### src/udp_video_pkg.sv
`default_nettype none

package udp_video_pkg;

	typedef logic [7:0]  byte_t;
	typedef logic [10:0] rx_count_t;
	typedef logic [10:0] line_t;
	typedef logic [15:0] pixel_t;
	typedef logic [27:0] fifo_word_t;     // {field, line, pixel}
	typedef logic [31:0] ipv4_t;
	typedef logic [15:0] udp_port_t;
	typedef logic [31:0] csr_data_t;
	typedef logic [3:0]  csr_addr_t;

	localparam logic [15:0] eth_type_ipv4 = 16'h0800;
	localparam byte_t       ip_ver_ihl    = 8'h45;
	localparam byte_t       ip_proto_udp  = 8'd17;

	// Byte offsets from the first preamble byte
	localparam rx_count_t off_eth_type = 11'd20;
	localparam rx_count_t off_ip_ver   = 11'd22;
	localparam rx_count_t off_ip_proto = 11'd31;
	localparam rx_count_t off_ip_dst   = 11'd38;
	localparam rx_count_t off_udp_dst  = 11'd44;
	localparam rx_count_t off_payload  = 11'd50;   // Line low byte, then line high/field

	localparam csr_addr_t reg_dst_ip     = 4'h0;
	localparam csr_addr_t reg_dst_port   = 4'h4;
	localparam csr_addr_t reg_pkt_count  = 4'h8;
	localparam csr_addr_t reg_drop_count = 4'hC;

	typedef enum logic [1:0] {
		pk_idle,
		pk_hi,
		pk_lo
	} pack_state_t;

endpackage

`default_nettype wire

### src/udp_hdr_decode.sv
`timescale 1ns/1ps
`default_nettype none

module udp_hdr_decode #(
	parameter int unsigned max_frame_bytes = 1111
) (
	input  wire                              clk125,
	input  wire                              sys_rst,
	input  wire                              id,
	input  wire udp_video_pkg::byte_t        rxd,
	input  wire                              rx_dv,
	input  wire udp_video_pkg::ipv4_t        dst_ip,
	input  wire udp_video_pkg::udp_port_t    dst_port,
	output logic                             pay_valid,
	output udp_video_pkg::byte_t             pay_byte,
	output udp_video_pkg::line_t             pay_line,
	output logic                             pay_field,
	output logic                             pay_start,
	output logic                             pkt_accept
);

	udp_video_pkg::rx_count_t rx_count;
	logic [15:0]              eth_type;
	udp_video_pkg::byte_t     ip_ver;
	udp_video_pkg::byte_t     ip_proto;
	udp_video_pkg::ipv4_t     ip_dst;
	udp_video_pkg::udp_port_t udp_dst;
	logic                     frame_ok;    // Current frame passed the filter
	logic                     hdr_match;

	// Board id selects base or base+1
	assign hdr_match = (eth_type == udp_video_pkg::eth_type_ipv4) &&
		(ip_ver == udp_video_pkg::ip_ver_ihl) &&
		(ip_proto == udp_video_pkg::ip_proto_udp) &&
		(ip_dst == udp_video_pkg::ipv4_t'(dst_ip + 32'(id))) &&
		(udp_dst == dst_port);

	assign pkt_accept = pay_start;

	always_ff @(posedge clk125) begin
		if (sys_rst) begin
			rx_count  <= '0;
			frame_ok  <= 1'b0;
			pay_start <= 1'b0;
			pay_valid <= 1'b0;
		end else begin
			pay_start <= 1'b0;
			pay_valid <= 1'b0;
			if (rx_dv) begin
				if (rx_count != '1) begin
					rx_count <= rx_count + 11'd1;   // Saturate on runt-free giants
				end
				if (rx_count == udp_video_pkg::off_payload && hdr_match) begin
					frame_ok  <= 1'b1;
					pay_start <= 1'b1;
				end
				if (frame_ok && rx_count >= udp_video_pkg::off_payload + 11'd2 &&
						rx_count < max_frame_bytes) begin
					pay_valid <= 1'b1;               // Pixel bytes only
				end
			end else begin
				rx_count <= '0;
				frame_ok <= 1'b0;
			end
		end
	end

	always_ff @(posedge clk125) begin
		pay_byte <= rxd;
		if (rx_dv) begin
			case (rx_count)
				udp_video_pkg::off_eth_type:          eth_type[15:8]  <= rxd;
				udp_video_pkg::off_eth_type + 11'd1:  eth_type[7:0]   <= rxd;
				udp_video_pkg::off_ip_ver:            ip_ver          <= rxd;
				udp_video_pkg::off_ip_proto:          ip_proto        <= rxd;
				udp_video_pkg::off_ip_dst:            ip_dst[31:24]   <= rxd;
				udp_video_pkg::off_ip_dst + 11'd1:    ip_dst[23:16]   <= rxd;
				udp_video_pkg::off_ip_dst + 11'd2:    ip_dst[15:8]    <= rxd;
				udp_video_pkg::off_ip_dst + 11'd3:    ip_dst[7:0]     <= rxd;
				udp_video_pkg::off_udp_dst:           udp_dst[15:8]   <= rxd;
				udp_video_pkg::off_udp_dst + 11'd1:   udp_dst[7:0]    <= rxd;
				udp_video_pkg::off_payload: begin
					if (hdr_match) begin
						pay_line[7:0] <= rxd;
					end
				end
				udp_video_pkg::off_payload + 11'd1: begin
					if (frame_ok) begin
						pay_line[10:8] <= rxd[2:0];   // Line bits 10:8
						pay_field      <= rxd[4];     // Field in the upper nibble
					end
				end
				default: ;
			endcase
		end
	end

endmodule

`default_nettype wire

### src/yuv_word_pack.sv
`timescale 1ns/1ps
`default_nettype none

module yuv_word_pack (
	input  wire                          clk125,
	input  wire                          sys_rst,
	input  wire                          pay_valid,
	input  wire udp_video_pkg::byte_t    pay_byte,
	input  wire udp_video_pkg::line_t    pay_line,
	input  wire                          pay_field,
	input  wire                          pay_start,
	output logic                         wr_valid,
	output udp_video_pkg::fifo_word_t    wr_word
);

	udp_video_pkg::pack_state_t state;
	udp_video_pkg::byte_t       hi_byte;
	udp_video_pkg::pixel_t      pixel;
	logic                       armed;     // Waiting for the first pixel byte

	assign pixel = {hi_byte, pay_byte};

	always_ff @(posedge clk125) begin
		if (sys_rst) begin
			state    <= udp_video_pkg::pk_idle;
			armed    <= 1'b0;
			wr_valid <= 1'b0;
		end else begin
			wr_valid <= 1'b0;
			if (pay_start) begin
				state <= udp_video_pkg::pk_hi;
				armed <= 1'b1;
			end else begin
				case (state)
					udp_video_pkg::pk_idle: ;
					udp_video_pkg::pk_hi: begin
						if (pay_valid) begin
							state <= udp_video_pkg::pk_lo;
							armed <= 1'b0;
						end else if (!armed) begin
							state <= udp_video_pkg::pk_idle;   // Frame ended on a pair boundary
						end
					end
					udp_video_pkg::pk_lo: begin
						if (pay_valid) begin
							state    <= udp_video_pkg::pk_hi;
							wr_valid <= 1'b1;
						end else begin
							state <= udp_video_pkg::pk_idle;   // Odd trailing byte is lost
						end
					end
					default: state <= udp_video_pkg::pk_idle;
				endcase
			end
		end
	end

	always_ff @(posedge clk125) begin
		if (state == udp_video_pkg::pk_hi && pay_valid) begin
			hi_byte <= pay_byte;
		end
		if (state == udp_video_pkg::pk_lo && pay_valid) begin
			wr_word <= {pay_field, pay_line, pixel};
		end
	end

endmodule

`default_nettype wire

### src/line_fifo.sv
`timescale 1ns/1ps
`default_nettype none

module line_fifo #(
	parameter int unsigned fifo_depth = 64
) (
	input  wire                              clk125,
	input  wire                              sys_rst,
	input  wire                              wr_valid,
	input  wire udp_video_pkg::fifo_word_t   wr_word,
	input  wire                              pix_ready,
	output logic                             pix_valid,
	output udp_video_pkg::fifo_word_t        pix_data,
	output logic                             drop
);

	localparam int unsigned aw = $clog2(fifo_depth);

	udp_video_pkg::fifo_word_t mem [fifo_depth];
	logic [aw-1:0]             wr_ptr;
	logic [aw-1:0]             rd_ptr;
	logic [aw:0]               count;
	logic                      full;
	logic                      rd_en;
	logic                      wr_en;

	assign full      = (count == (aw + 1)'(fifo_depth));
	assign pix_valid = (count != '0);
	assign pix_data  = mem[rd_ptr];
	assign rd_en     = pix_valid & pix_ready;
	assign wr_en     = wr_valid & (~full | rd_en);   // Pop frees a slot in the same cycle

	always_ff @(posedge clk125) begin
		if (sys_rst) begin
			wr_ptr <= '0;
			rd_ptr <= '0;
			count  <= '0;
			drop   <= 1'b0;
		end else begin
			if (wr_en) begin
				wr_ptr <= wr_ptr + 1'b1;   // Wraps at fifo_depth
			end
			if (rd_en) begin
				rd_ptr <= rd_ptr + 1'b1;
			end
			count <= count + (aw + 1)'(wr_en) - (aw + 1)'(rd_en);
			drop  <= wr_valid & ~wr_en;
		end
	end

	always_ff @(posedge clk125) begin
		if (wr_en) begin
			mem[wr_ptr] <= wr_word;
		end
	end

endmodule

`default_nettype wire

### src/rx_csr_axil.sv
`timescale 1ns/1ps
`default_nettype none

module rx_csr_axil #(
	parameter udp_video_pkg::ipv4_t     dst_ip_reset   = {8'd192, 8'd168, 8'd0, 8'd1},
	parameter udp_video_pkg::udp_port_t dst_port_reset = 16'd12345
) (
	input  wire                              clk125,
	input  wire                              sys_rst,
	input  wire                              awvalid,
	input  wire udp_video_pkg::csr_addr_t    awaddr,
	input  wire                              wvalid,
	input  wire udp_video_pkg::csr_data_t    wdata,
	input  wire                              bready,
	input  wire                              arvalid,
	input  wire udp_video_pkg::csr_addr_t    araddr,
	input  wire                              rready,
	input  wire                              pkt_accept,
	input  wire                              drop,
	output logic                             awready,
	output logic                             wready,
	output logic                             bvalid,
	output logic [1:0]                       bresp,
	output logic                             arready,
	output logic                             rvalid,
	output udp_video_pkg::csr_data_t         rdata,
	output udp_video_pkg::ipv4_t             dst_ip,
	output udp_video_pkg::udp_port_t         dst_port
);

	udp_video_pkg::csr_data_t pkt_count;
	udp_video_pkg::csr_data_t drop_count;
	logic                     wr_fire;
	logic                     rd_fire;

	assign wr_fire = awvalid & wvalid & ~bvalid;   // Both channels together
	assign awready = wr_fire;
	assign wready  = wr_fire;
	assign bresp   = 2'b00;                        // OKAY
	assign arready = ~rvalid;
	assign rd_fire = arvalid & arready;

	always_ff @(posedge clk125) begin
		if (sys_rst) begin
			bvalid     <= 1'b0;
			rvalid     <= 1'b0;
			dst_ip     <= dst_ip_reset;
			dst_port   <= dst_port_reset;
			pkt_count  <= '0;
			drop_count <= '0;
		end else begin
			if (wr_fire) begin
				bvalid <= 1'b1;
				case (awaddr)
					udp_video_pkg::reg_dst_ip:   dst_ip   <= wdata;
					udp_video_pkg::reg_dst_port: dst_port <= wdata[15:0];
					default: ;                 // Counters are read only
				endcase
			end else if (bready) begin
				bvalid <= 1'b0;
			end
			if (rd_fire) begin
				rvalid <= 1'b1;
			end else if (rready) begin
				rvalid <= 1'b0;
			end
			pkt_count  <= pkt_count + 32'(pkt_accept);
			drop_count <= drop_count + 32'(drop);
		end
	end

	always_ff @(posedge clk125) begin
		if (rd_fire) begin
			case (araddr)
				udp_video_pkg::reg_dst_ip:     rdata <= dst_ip;
				udp_video_pkg::reg_dst_port:   rdata <= {16'd0, dst_port};
				udp_video_pkg::reg_pkt_count:  rdata <= pkt_count;
				udp_video_pkg::reg_drop_count: rdata <= drop_count;
				default:                       rdata <= '0;
			endcase
		end
	end

endmodule

`default_nettype wire

### src/gmii_udp_video_rx.sv
`timescale 1ns/1ps
`default_nettype none

module gmii_udp_video_rx #(
	parameter udp_video_pkg::ipv4_t     dst_ip_reset    = {8'd192, 8'd168, 8'd0, 8'd1},
	parameter udp_video_pkg::udp_port_t dst_port_reset  = 16'd12345,
	parameter int unsigned              max_frame_bytes = 1111,
	parameter int unsigned              fifo_depth      = 64
) (
	input  wire                              clk125,
	input  wire                              sys_rst,
	input  wire                              id,
	input  wire udp_video_pkg::byte_t        rxd,
	input  wire                              rx_dv,
	output logic                             pix_valid,
	output udp_video_pkg::fifo_word_t        pix_data,
	input  wire                              pix_ready,
	input  wire                              awvalid,
	output logic                             awready,
	input  wire udp_video_pkg::csr_addr_t    awaddr,
	input  wire                              wvalid,
	output logic                             wready,
	input  wire udp_video_pkg::csr_data_t    wdata,
	output logic                             bvalid,
	input  wire                              bready,
	output logic [1:0]                       bresp,
	input  wire                              arvalid,
	output logic                             arready,
	input  wire udp_video_pkg::csr_addr_t    araddr,
	output logic                             rvalid,
	input  wire                              rready,
	output udp_video_pkg::csr_data_t         rdata
);

	udp_video_pkg::ipv4_t      dst_ip;
	udp_video_pkg::udp_port_t  dst_port;
	udp_video_pkg::byte_t      pay_byte;
	udp_video_pkg::line_t      pay_line;
	udp_video_pkg::fifo_word_t wr_word;
	logic                      pay_valid;
	logic                      pay_field;
	logic                      pay_start;
	logic                      pkt_accept;
	logic                      wr_valid;
	logic                      drop;

	udp_hdr_decode #(
		.max_frame_bytes(max_frame_bytes)
	) u_decode (
		.clk125    (clk125),
		.sys_rst   (sys_rst),
		.id        (id),
		.rxd       (rxd),
		.rx_dv     (rx_dv),
		.dst_ip    (dst_ip),
		.dst_port  (dst_port),
		.pay_valid (pay_valid),
		.pay_byte  (pay_byte),
		.pay_line  (pay_line),
		.pay_field (pay_field),
		.pay_start (pay_start),
		.pkt_accept(pkt_accept)
	);

	yuv_word_pack u_pack (
		.clk125   (clk125),
		.sys_rst  (sys_rst),
		.pay_valid(pay_valid),
		.pay_byte (pay_byte),
		.pay_line (pay_line),
		.pay_field(pay_field),
		.pay_start(pay_start),
		.wr_valid (wr_valid),
		.wr_word  (wr_word)
	);

	line_fifo #(
		.fifo_depth(fifo_depth)
	) u_fifo (
		.clk125   (clk125),
		.sys_rst  (sys_rst),
		.wr_valid (wr_valid),
		.wr_word  (wr_word),
		.pix_ready(pix_ready),
		.pix_valid(pix_valid),
		.pix_data (pix_data),
		.drop     (drop)
	);

	rx_csr_axil #(
		.dst_ip_reset  (dst_ip_reset),
		.dst_port_reset(dst_port_reset)
	) u_csr (
		.clk125    (clk125),
		.sys_rst   (sys_rst),
		.awvalid   (awvalid),
		.awaddr    (awaddr),
		.wvalid    (wvalid),
		.wdata     (wdata),
		.bready    (bready),
		.arvalid   (arvalid),
		.araddr    (araddr),
		.rready    (rready),
		.pkt_accept(pkt_accept),
		.drop      (drop),
		.awready   (awready),
		.wready    (wready),
		.bvalid    (bvalid),
		.bresp     (bresp),
		.arready   (arready),
		.rvalid    (rvalid),
		.rdata     (rdata),
		.dst_ip    (dst_ip),
		.dst_port  (dst_port)
	);

endmodule

`default_nettype wire

### config.mk
export PLATFORM = sky130hd
export DESIGN_NAME = gmii_udp_video_rx
export DESIGN_NICKNAME = d
export VERILOG_FILES = /design/src/udp_video_pkg.sv /design/src/udp_hdr_decode.sv /design/src/yuv_word_pack.sv /design/src/line_fifo.sv /design/src/rx_csr_axil.sv /design/src/gmii_udp_video_rx.sv
export SDC_FILE = /design/constraint.sdc
export NUM_CORES = 2
export LEC_CHECK = 0
export BUFFER_PORTS_ARGS = -buffer_cell sky130_fd_sc_hd__buf_2
export CAP_MARGIN = 0
export CORE_ASPECT_RATIO = 1.75
export CORE_MARGIN = 8
export CORE_UTILIZATION = 40
export DETAILED_ROUTE_END_ITERATION = 8
export HOLD_SLACK_MARGIN = 0.12
export PLACE_DENSITY = 0.61
export SYNTH_ARGS = -nofsm -noshare
export SYNTH_HDL_FRONTEND = slang
export SYNTH_SLANG_ARGS = --single-unit
export TNS_END_PERCENT = 30
### constraint.sdc
create_clock -name clk125 -period 5.4 [get_ports clk125]
set_clock_uncertainty 0.2 [all_clocks]
set_input_delay 1.08 -clock clk125 [delete_from_list [all_inputs] [get_ports clk125]]
set_output_delay 1.08 -clock clk125 [all_outputs]
set_load 0.1 [all_outputs]
# After elaboration in Yosys (flattened, before gate mapping)
# Memory sizes are Yosys's and may differ from the RTL's. A register that Yosys moved wholly into a read port is not among the register bits.
# Index checks and enable logic that the tools add are counted.
totals:
  reg_bits: 320
  ramBits: 1792
  inputBits: 58
  elab_cells: 145
  mem_count: 1
memory_table:
  columns: ["name", "words", "width", "rd", "rd_ports_with_merged_regs", "write_ports", "line_no", "text"]
  rows:
  - ["u_fifo.mem", 64, 28, 1, 1, 1, "line_fifo.sv:19", "udp_video_pkg::fifo_word_t mem [fifo_depth];"]
op_classes:
  n_addsub: 8
  magnitude_cmp: 2
  n_eq_ne: 28
  mux: 20
  n_bitwise: 14
  n_reduce_logical: 37
op_table:
  columns: ["operator", "count"]
  rows:
  - ["case mux 32 bit (4 select lines)", 1]
  - ["adder 32 x 1 -> 32 bit", 3]
  - ["equality test 11 x 6 -> 1 bit (second input constant)", 8]
  - ["equality test 11 x 5 -> 1 bit (second input constant)", 4]
  - ["equality test 32 bit", 1]
  - ["AND reduction 2 bit", 15]
  - ["equality test 16 x 12 -> 1 bit (second input constant)", 1]
  - ["equality test 16 bit", 1]
  - ["2-to-1 mux 1 bit", 14]
  - ["adder 6 x 1 -> 6 bit (second input constant)", 2]
  - ["2-to-1 mux 6 bit", 2]
  - ["adder 11 x 1 -> 11 bit (second input constant)", 1]
  - ["greater-or-equal comparator 11 x 6 -> 1 bit (second input constant)", 1]
  - ["< comparator 11 bit (second input constant)", 1]
  - ["!= test 11 bit (second input constant)", 1]
  - ["logical AND 1 bit", 9]
  - ["equality test 4 x 3 -> 1 bit (second input constant)", 2]
  - ["equality test 4 bit (second input constant)", 2]
  - ["equality test 8 x 5 -> 1 bit (second input constant)", 1]
  - ["equality test 8 x 7 -> 1 bit (second input constant)", 1]
  - ["zero test 4 bit", 2]
  - ["nonzero test 2 bit", 4]
  - ["adder 7 x 1 -> 7 bit", 1]
  - ["equality test 7 bit (second input constant)", 1]
  - ["16 further kinds", 30]

# Longest topological paths before layout
depth:
  word_depth: 7
  ltp_mapped: 18
  depth_no_buf: 17

# Cells and area by module
# A second synthesis with hierarchy kept.
hier_totals:
  hier_cells: 4486
  hier_area_um2: 83358.7
modules_own_cells:
  columns: ["module", "instances", "cells_each", "area_per_inst_um2", "seq_area_each_um2"]
  rows:
  - ["line_fifo", 1, 3340, 70456.3, 54332.1]
  - ["rx_csr_axil", 1, 684, 6453.7, 3243.1]
  - ["udp_hdr_decode", 1, 402, 5137.4, 3203.1]
  - ["yuv_word_pack", 1, 60, 1311.3, 1161.1]

# Worst setup path after synthesis
# No wires, ideal clock.
synth_path:
  kind: "in2reg"
  from: "in id"
  to: "reg u_decode.pay_line[0], enable pin"
  setup_time_ns: 0.370
  t_arrival_ns: 3.444
  path_slack_ns: 1.386
  stages: 8
  path_cell_list: "ha_1 -> nand4_4 -> or4_4 -> nor4_1 -> mux2i_1 -> nand4_1 -> or3_2 -> nor2_1"
synth_via:
  elab_chain_len: 5
synth_lines:
  columns: ["item", "line_no", "text"]
  rows:
  - ["start: declaration", "gmii_udp_video_rx.sv:12", "input wire id,"]
  - ["adder 32 x 1 -> 32 bit", "udp_hdr_decode.sv:35", "(ip_dst == udp_video_pkg::ipv4_t'(dst_ip + 32'(id))) &&"]
  - ["equality test 32 bit", "udp_hdr_decode.sv:35", null]
  - ["logical AND 1 bit", "udp_hdr_decode.sv:34", "(ip_proto == udp_video_pkg::ip_proto_udp) &&"]
  - ["logical AND 1 bit", "udp_hdr_decode.sv:35", null]
  - ["AND reduction 3 bit (no source line)", null, null]
  - ["end signal: assignment", "udp_hdr_decode.sv:84", "pay_line[7:0] <= rxd;"]
  - ["end: declaration", "udp_hdr_decode.sv:16", "output udp_video_pkg::line_t pay_line,"]
# Every way passes these cells.
# A chain may end at the register's enable or synchronous reset.

==> run summary <==
==========================================================================================
Result of the run                                                                completed
Hold crit path type                                                             reg -> reg
CTS tree                                                                               yes
Worst Min Path Start                                                          u_decode.pay_line[7]
I/O pins                                                                               126
Number of hold violations in the final report                                            0
Maximum count of clock buffers along a single path                                       4
Kind of cell adding the most delay to the critical path                       multiplexers
Area fraction of the dominant cell type after synthesis                             71.60%
Cell occurring most often along the worst timing path                               mux4_2
Filler cell count                                                                   16,965
Clock edge transition at the registers on the reported setup and hold paths        0.06 ns
Buffers on Ports                                                                       123
CP max FO                                                                               32
Detailed Routing Iterations Pass 1                                                       6
Post-route DRC                                                                           0
Setup repair after global routing missed its margin                                     no
Arrival time of data at the critical path endpoint                                 3.97 ns
TritonCTS buffer count                                                                 196
Worst-case headroom to the max-slew limit                                           11.48%
CTS sink cnt                                                                         2,118
Buf/Inv on CP                                                                            3
Layout overhead on the synthesized area                                             14.08%
Warning count from the yosys run                                                         0
Post-CTS sizing                                                                          0
Wire length after detailed routing                                                204.2 mm
Number of unique standard cell types used by synthesis                                  68
Proportion of layout cells with a drive suffix above 1                              28.53%
Share of the core filled with cells                                                 45.94%
Worst-case vdd ir drop                                                           0.2763 mV
Power density normalized to cell area                                         393.9 mW/mm^2
Starting Density                                                                    40.27%
Synthesized area per cell                                                      21.01 sq um
Slew of the pin with the lowest slew margin                                       1.328 ns
Tcrit/Tclk final                                                                    97.21%
Cells along the critical path                                                 buf_12 -> buf_16 -> mux4_2 -> mux4_2 -> mux4_2 -> clkbuf_4
Asr flop ratio synth                                                                    0%
Number of H-tree levels                                                                  4
Leakage                                                                           28.47 nW
Synthesized instance count                                                           3,897
Horiz. Die Dim                                                                    358.0 um
Proportion of synthesized chip area in sequential cells                             75.65%
Vias in the first global route                                                      41,419
Count of buffers added by post-CTS timing repair for setup                               0
Routed vias                                                                         39,350
Grt ovf                                                                                  0
First-pass GRT wire length                                                        292.2 mm
Number of max-cap violations                                                             0
Total number of nets in the final design                                             4,262
Register bit total from synthesis                                                    2,118
Placeable Area                                                                0.2033 sq mm
Initial detailed-routing violation count                                             3,414
Worst Path Class, Setup                                                         reg -> out
Sum Neg Setup Slack                                                                   0 ns
Endpoint class of the critical path                                           primary output
Cell with the most instances after synthesis                                      edfxtp_1
Final slew viol count                                                                    0
Average routed wire per standard cell                                             29.21 um
FF+latch area                                                                 0.06196 sq mm
Vertical die dimension                                                            614.5 um
Estimated wirelength of the detail-placed design                                  121.2 mm
Post-route total power                                                            36.79 mW
All-Layer GR Usage                                                                  18.28%
Final ANT Viol Nets                                                                      0
Number of cell rows                                                                    219
Antenna violations before repair                                                         9
Post-synth EDFFs                                                                     1,952
Worst-path cell with the longest stage delay                                        mux4_2
Clk root buf                                                                     clkbuf_16
Die footprint                                                                 0.2200 sq mm
Slowest Stage Delay on Critical Path                                               0.63 ns
Worst Hold Slack                                                                 0.2163 ns
Leading area contributor after synthesis                                          edfxtp_1
Clock insertion delay at the later pin of the skew report                          0.83 ns
Commonest cells in the synthesized netlist                                    edfxtp_1, mux4_2, nand2_1
Detail-routed via count per cell                                                     5.628
Area occupied by multi-input gates                                            0.01948 sq mm
Achievable clock frequency                                                      0.1905 GHz
Number of hold buffers added after cts                                                   0
Main area contributors after synthesis                                        edfxtp_1, mux4_2, dfxtp_1
Critical Path Source Type                                                        flip-flop
Launching point of the worst reg2reg path                                     u_fifo.count[2]
Maximum number of pins on one net before global-route repair                            81
Number of endpoints failing setup at the final stage                                     0
Cell area after technology mapping                                            0.08187 sq mm
Weighted congestion reported at the end of routability-driven placement             0.8520
Predominant post-synthesis flop cell                                              edfxtp_1
Critical path required time                                                        4.12 ns
Final critical-path required period                                               5.249 ns
==========================================================================================
worst paths after layout:
check | cells past startpoint | to | slack [ns]
worst min-delay path | 0 | u_pack.wr_word[23] | 0.22
worst min register to register | 0 | u_pack.wr_word[23] | 0.22
worst max register to register | 8 | u_fifo.mem[12][11] | 1.45
worst max-delay path | 6 | pix_data[27] | 0.15
cells in the final DEF, fill, tap and decap left out, types with 6 or more instances in the layout:
cell type and count:
dfxtp_1 160, clkbuf_1 45, clkbuf_16 198, nor4_1 24
nor3b_1 7, o21ai_0 22, clkinv_2 30, clkinv_1 39
a31oi_1 6, inv_1 27, mux4_2 588, edfxtp_1 1952
and4_1 6, nand3b_1 20, nand2b_1 7, buf_4 131
nand2_1 202, and2_1 9, bufinv_16 24, nor2b_1 15
a21oi_1 67, nor2_4 63, xor2_1 63, xnor2_1 60
nand4_1 34, and3_1 18, or3_1 17, nor3_1 20
nor4b_1 6, nor2_1 104, mux2i_1 7, buf_2 120
a22oi_1 49, ha_1 24, buf_12 28, nand3_1 49
state kept, by name, summed over array words and instances (netlist names), 11 cells and up, named ones only:
| name | count |
|---|---|
| u_fifo.mem | 1792 |
| u_decode.rx_count | 11 |
| u_csr.dst_port | 16 |
| u_decode.pay_line | 11 |
| u_pack.wr_word | 28 |
| u_csr.drop_count | 32 |
| u_csr.rdata | 32 |
| u_decode.ip_dst | 32 |
| u_csr.pkt_count | 32 |
| u_csr.dst_ip | 32 |
| u_decode.eth_type | 16 |
| u_decode.udp_dst | 16 |
through the flow:
stage	cell area, sq um	std cells	setup slack, ns
6_report	93400	6992	0.1506
5_1_grt	93390	6989	0.008809
4_1_cts	93370	6988	0.01215
3_5_place_dp	87030	6633	0.8874
3_3_place_gp	87030	6633	0.7824
2_1_floorplan	81870	3898	1.386
power by group:
part           internal (mW)  switching (mW)  total (mW)
registers               17.7          0.0854        17.8
logic                   2.42            2.64        5.06
clock network           7.94            6.00        13.9
kinds of logic after synthesis:
logic type / share of synthesized area (%)
AO/OA/AOI/OAI: 1.374
XOR/XNOR: 1.316
adder cells (fa/ha/maj): 0.3912
buffers and inverters: 1.161
flip-flops: 75.65
multiplexers: 16.27
other: 0.004580
AND/OR/NAND/NOR: 3.824
per-layer routing:
| layer | global-route usage, % | wire [um] |
|---|---|---|
| met5 | 0 | 47 |
| met1 | 21.14 | 74300 |
| met3 | 2.569 | 10330 |
| met4 | 5.544 | 6187 |
| met2 | 34.68 | 113400 |
final cells by class:
cell class	count	share of cell area [%]
clock inverters	108	1.251
flip-flops and latches	2118	66.34
repair buffers	282	2.342
diodes	4	0.01072
well taps	2652	3.553
multi-input cells	1554	20.85
inverters	27	0.1085
clock buffers	247	5.545
(Power assumes the default switching activity.)
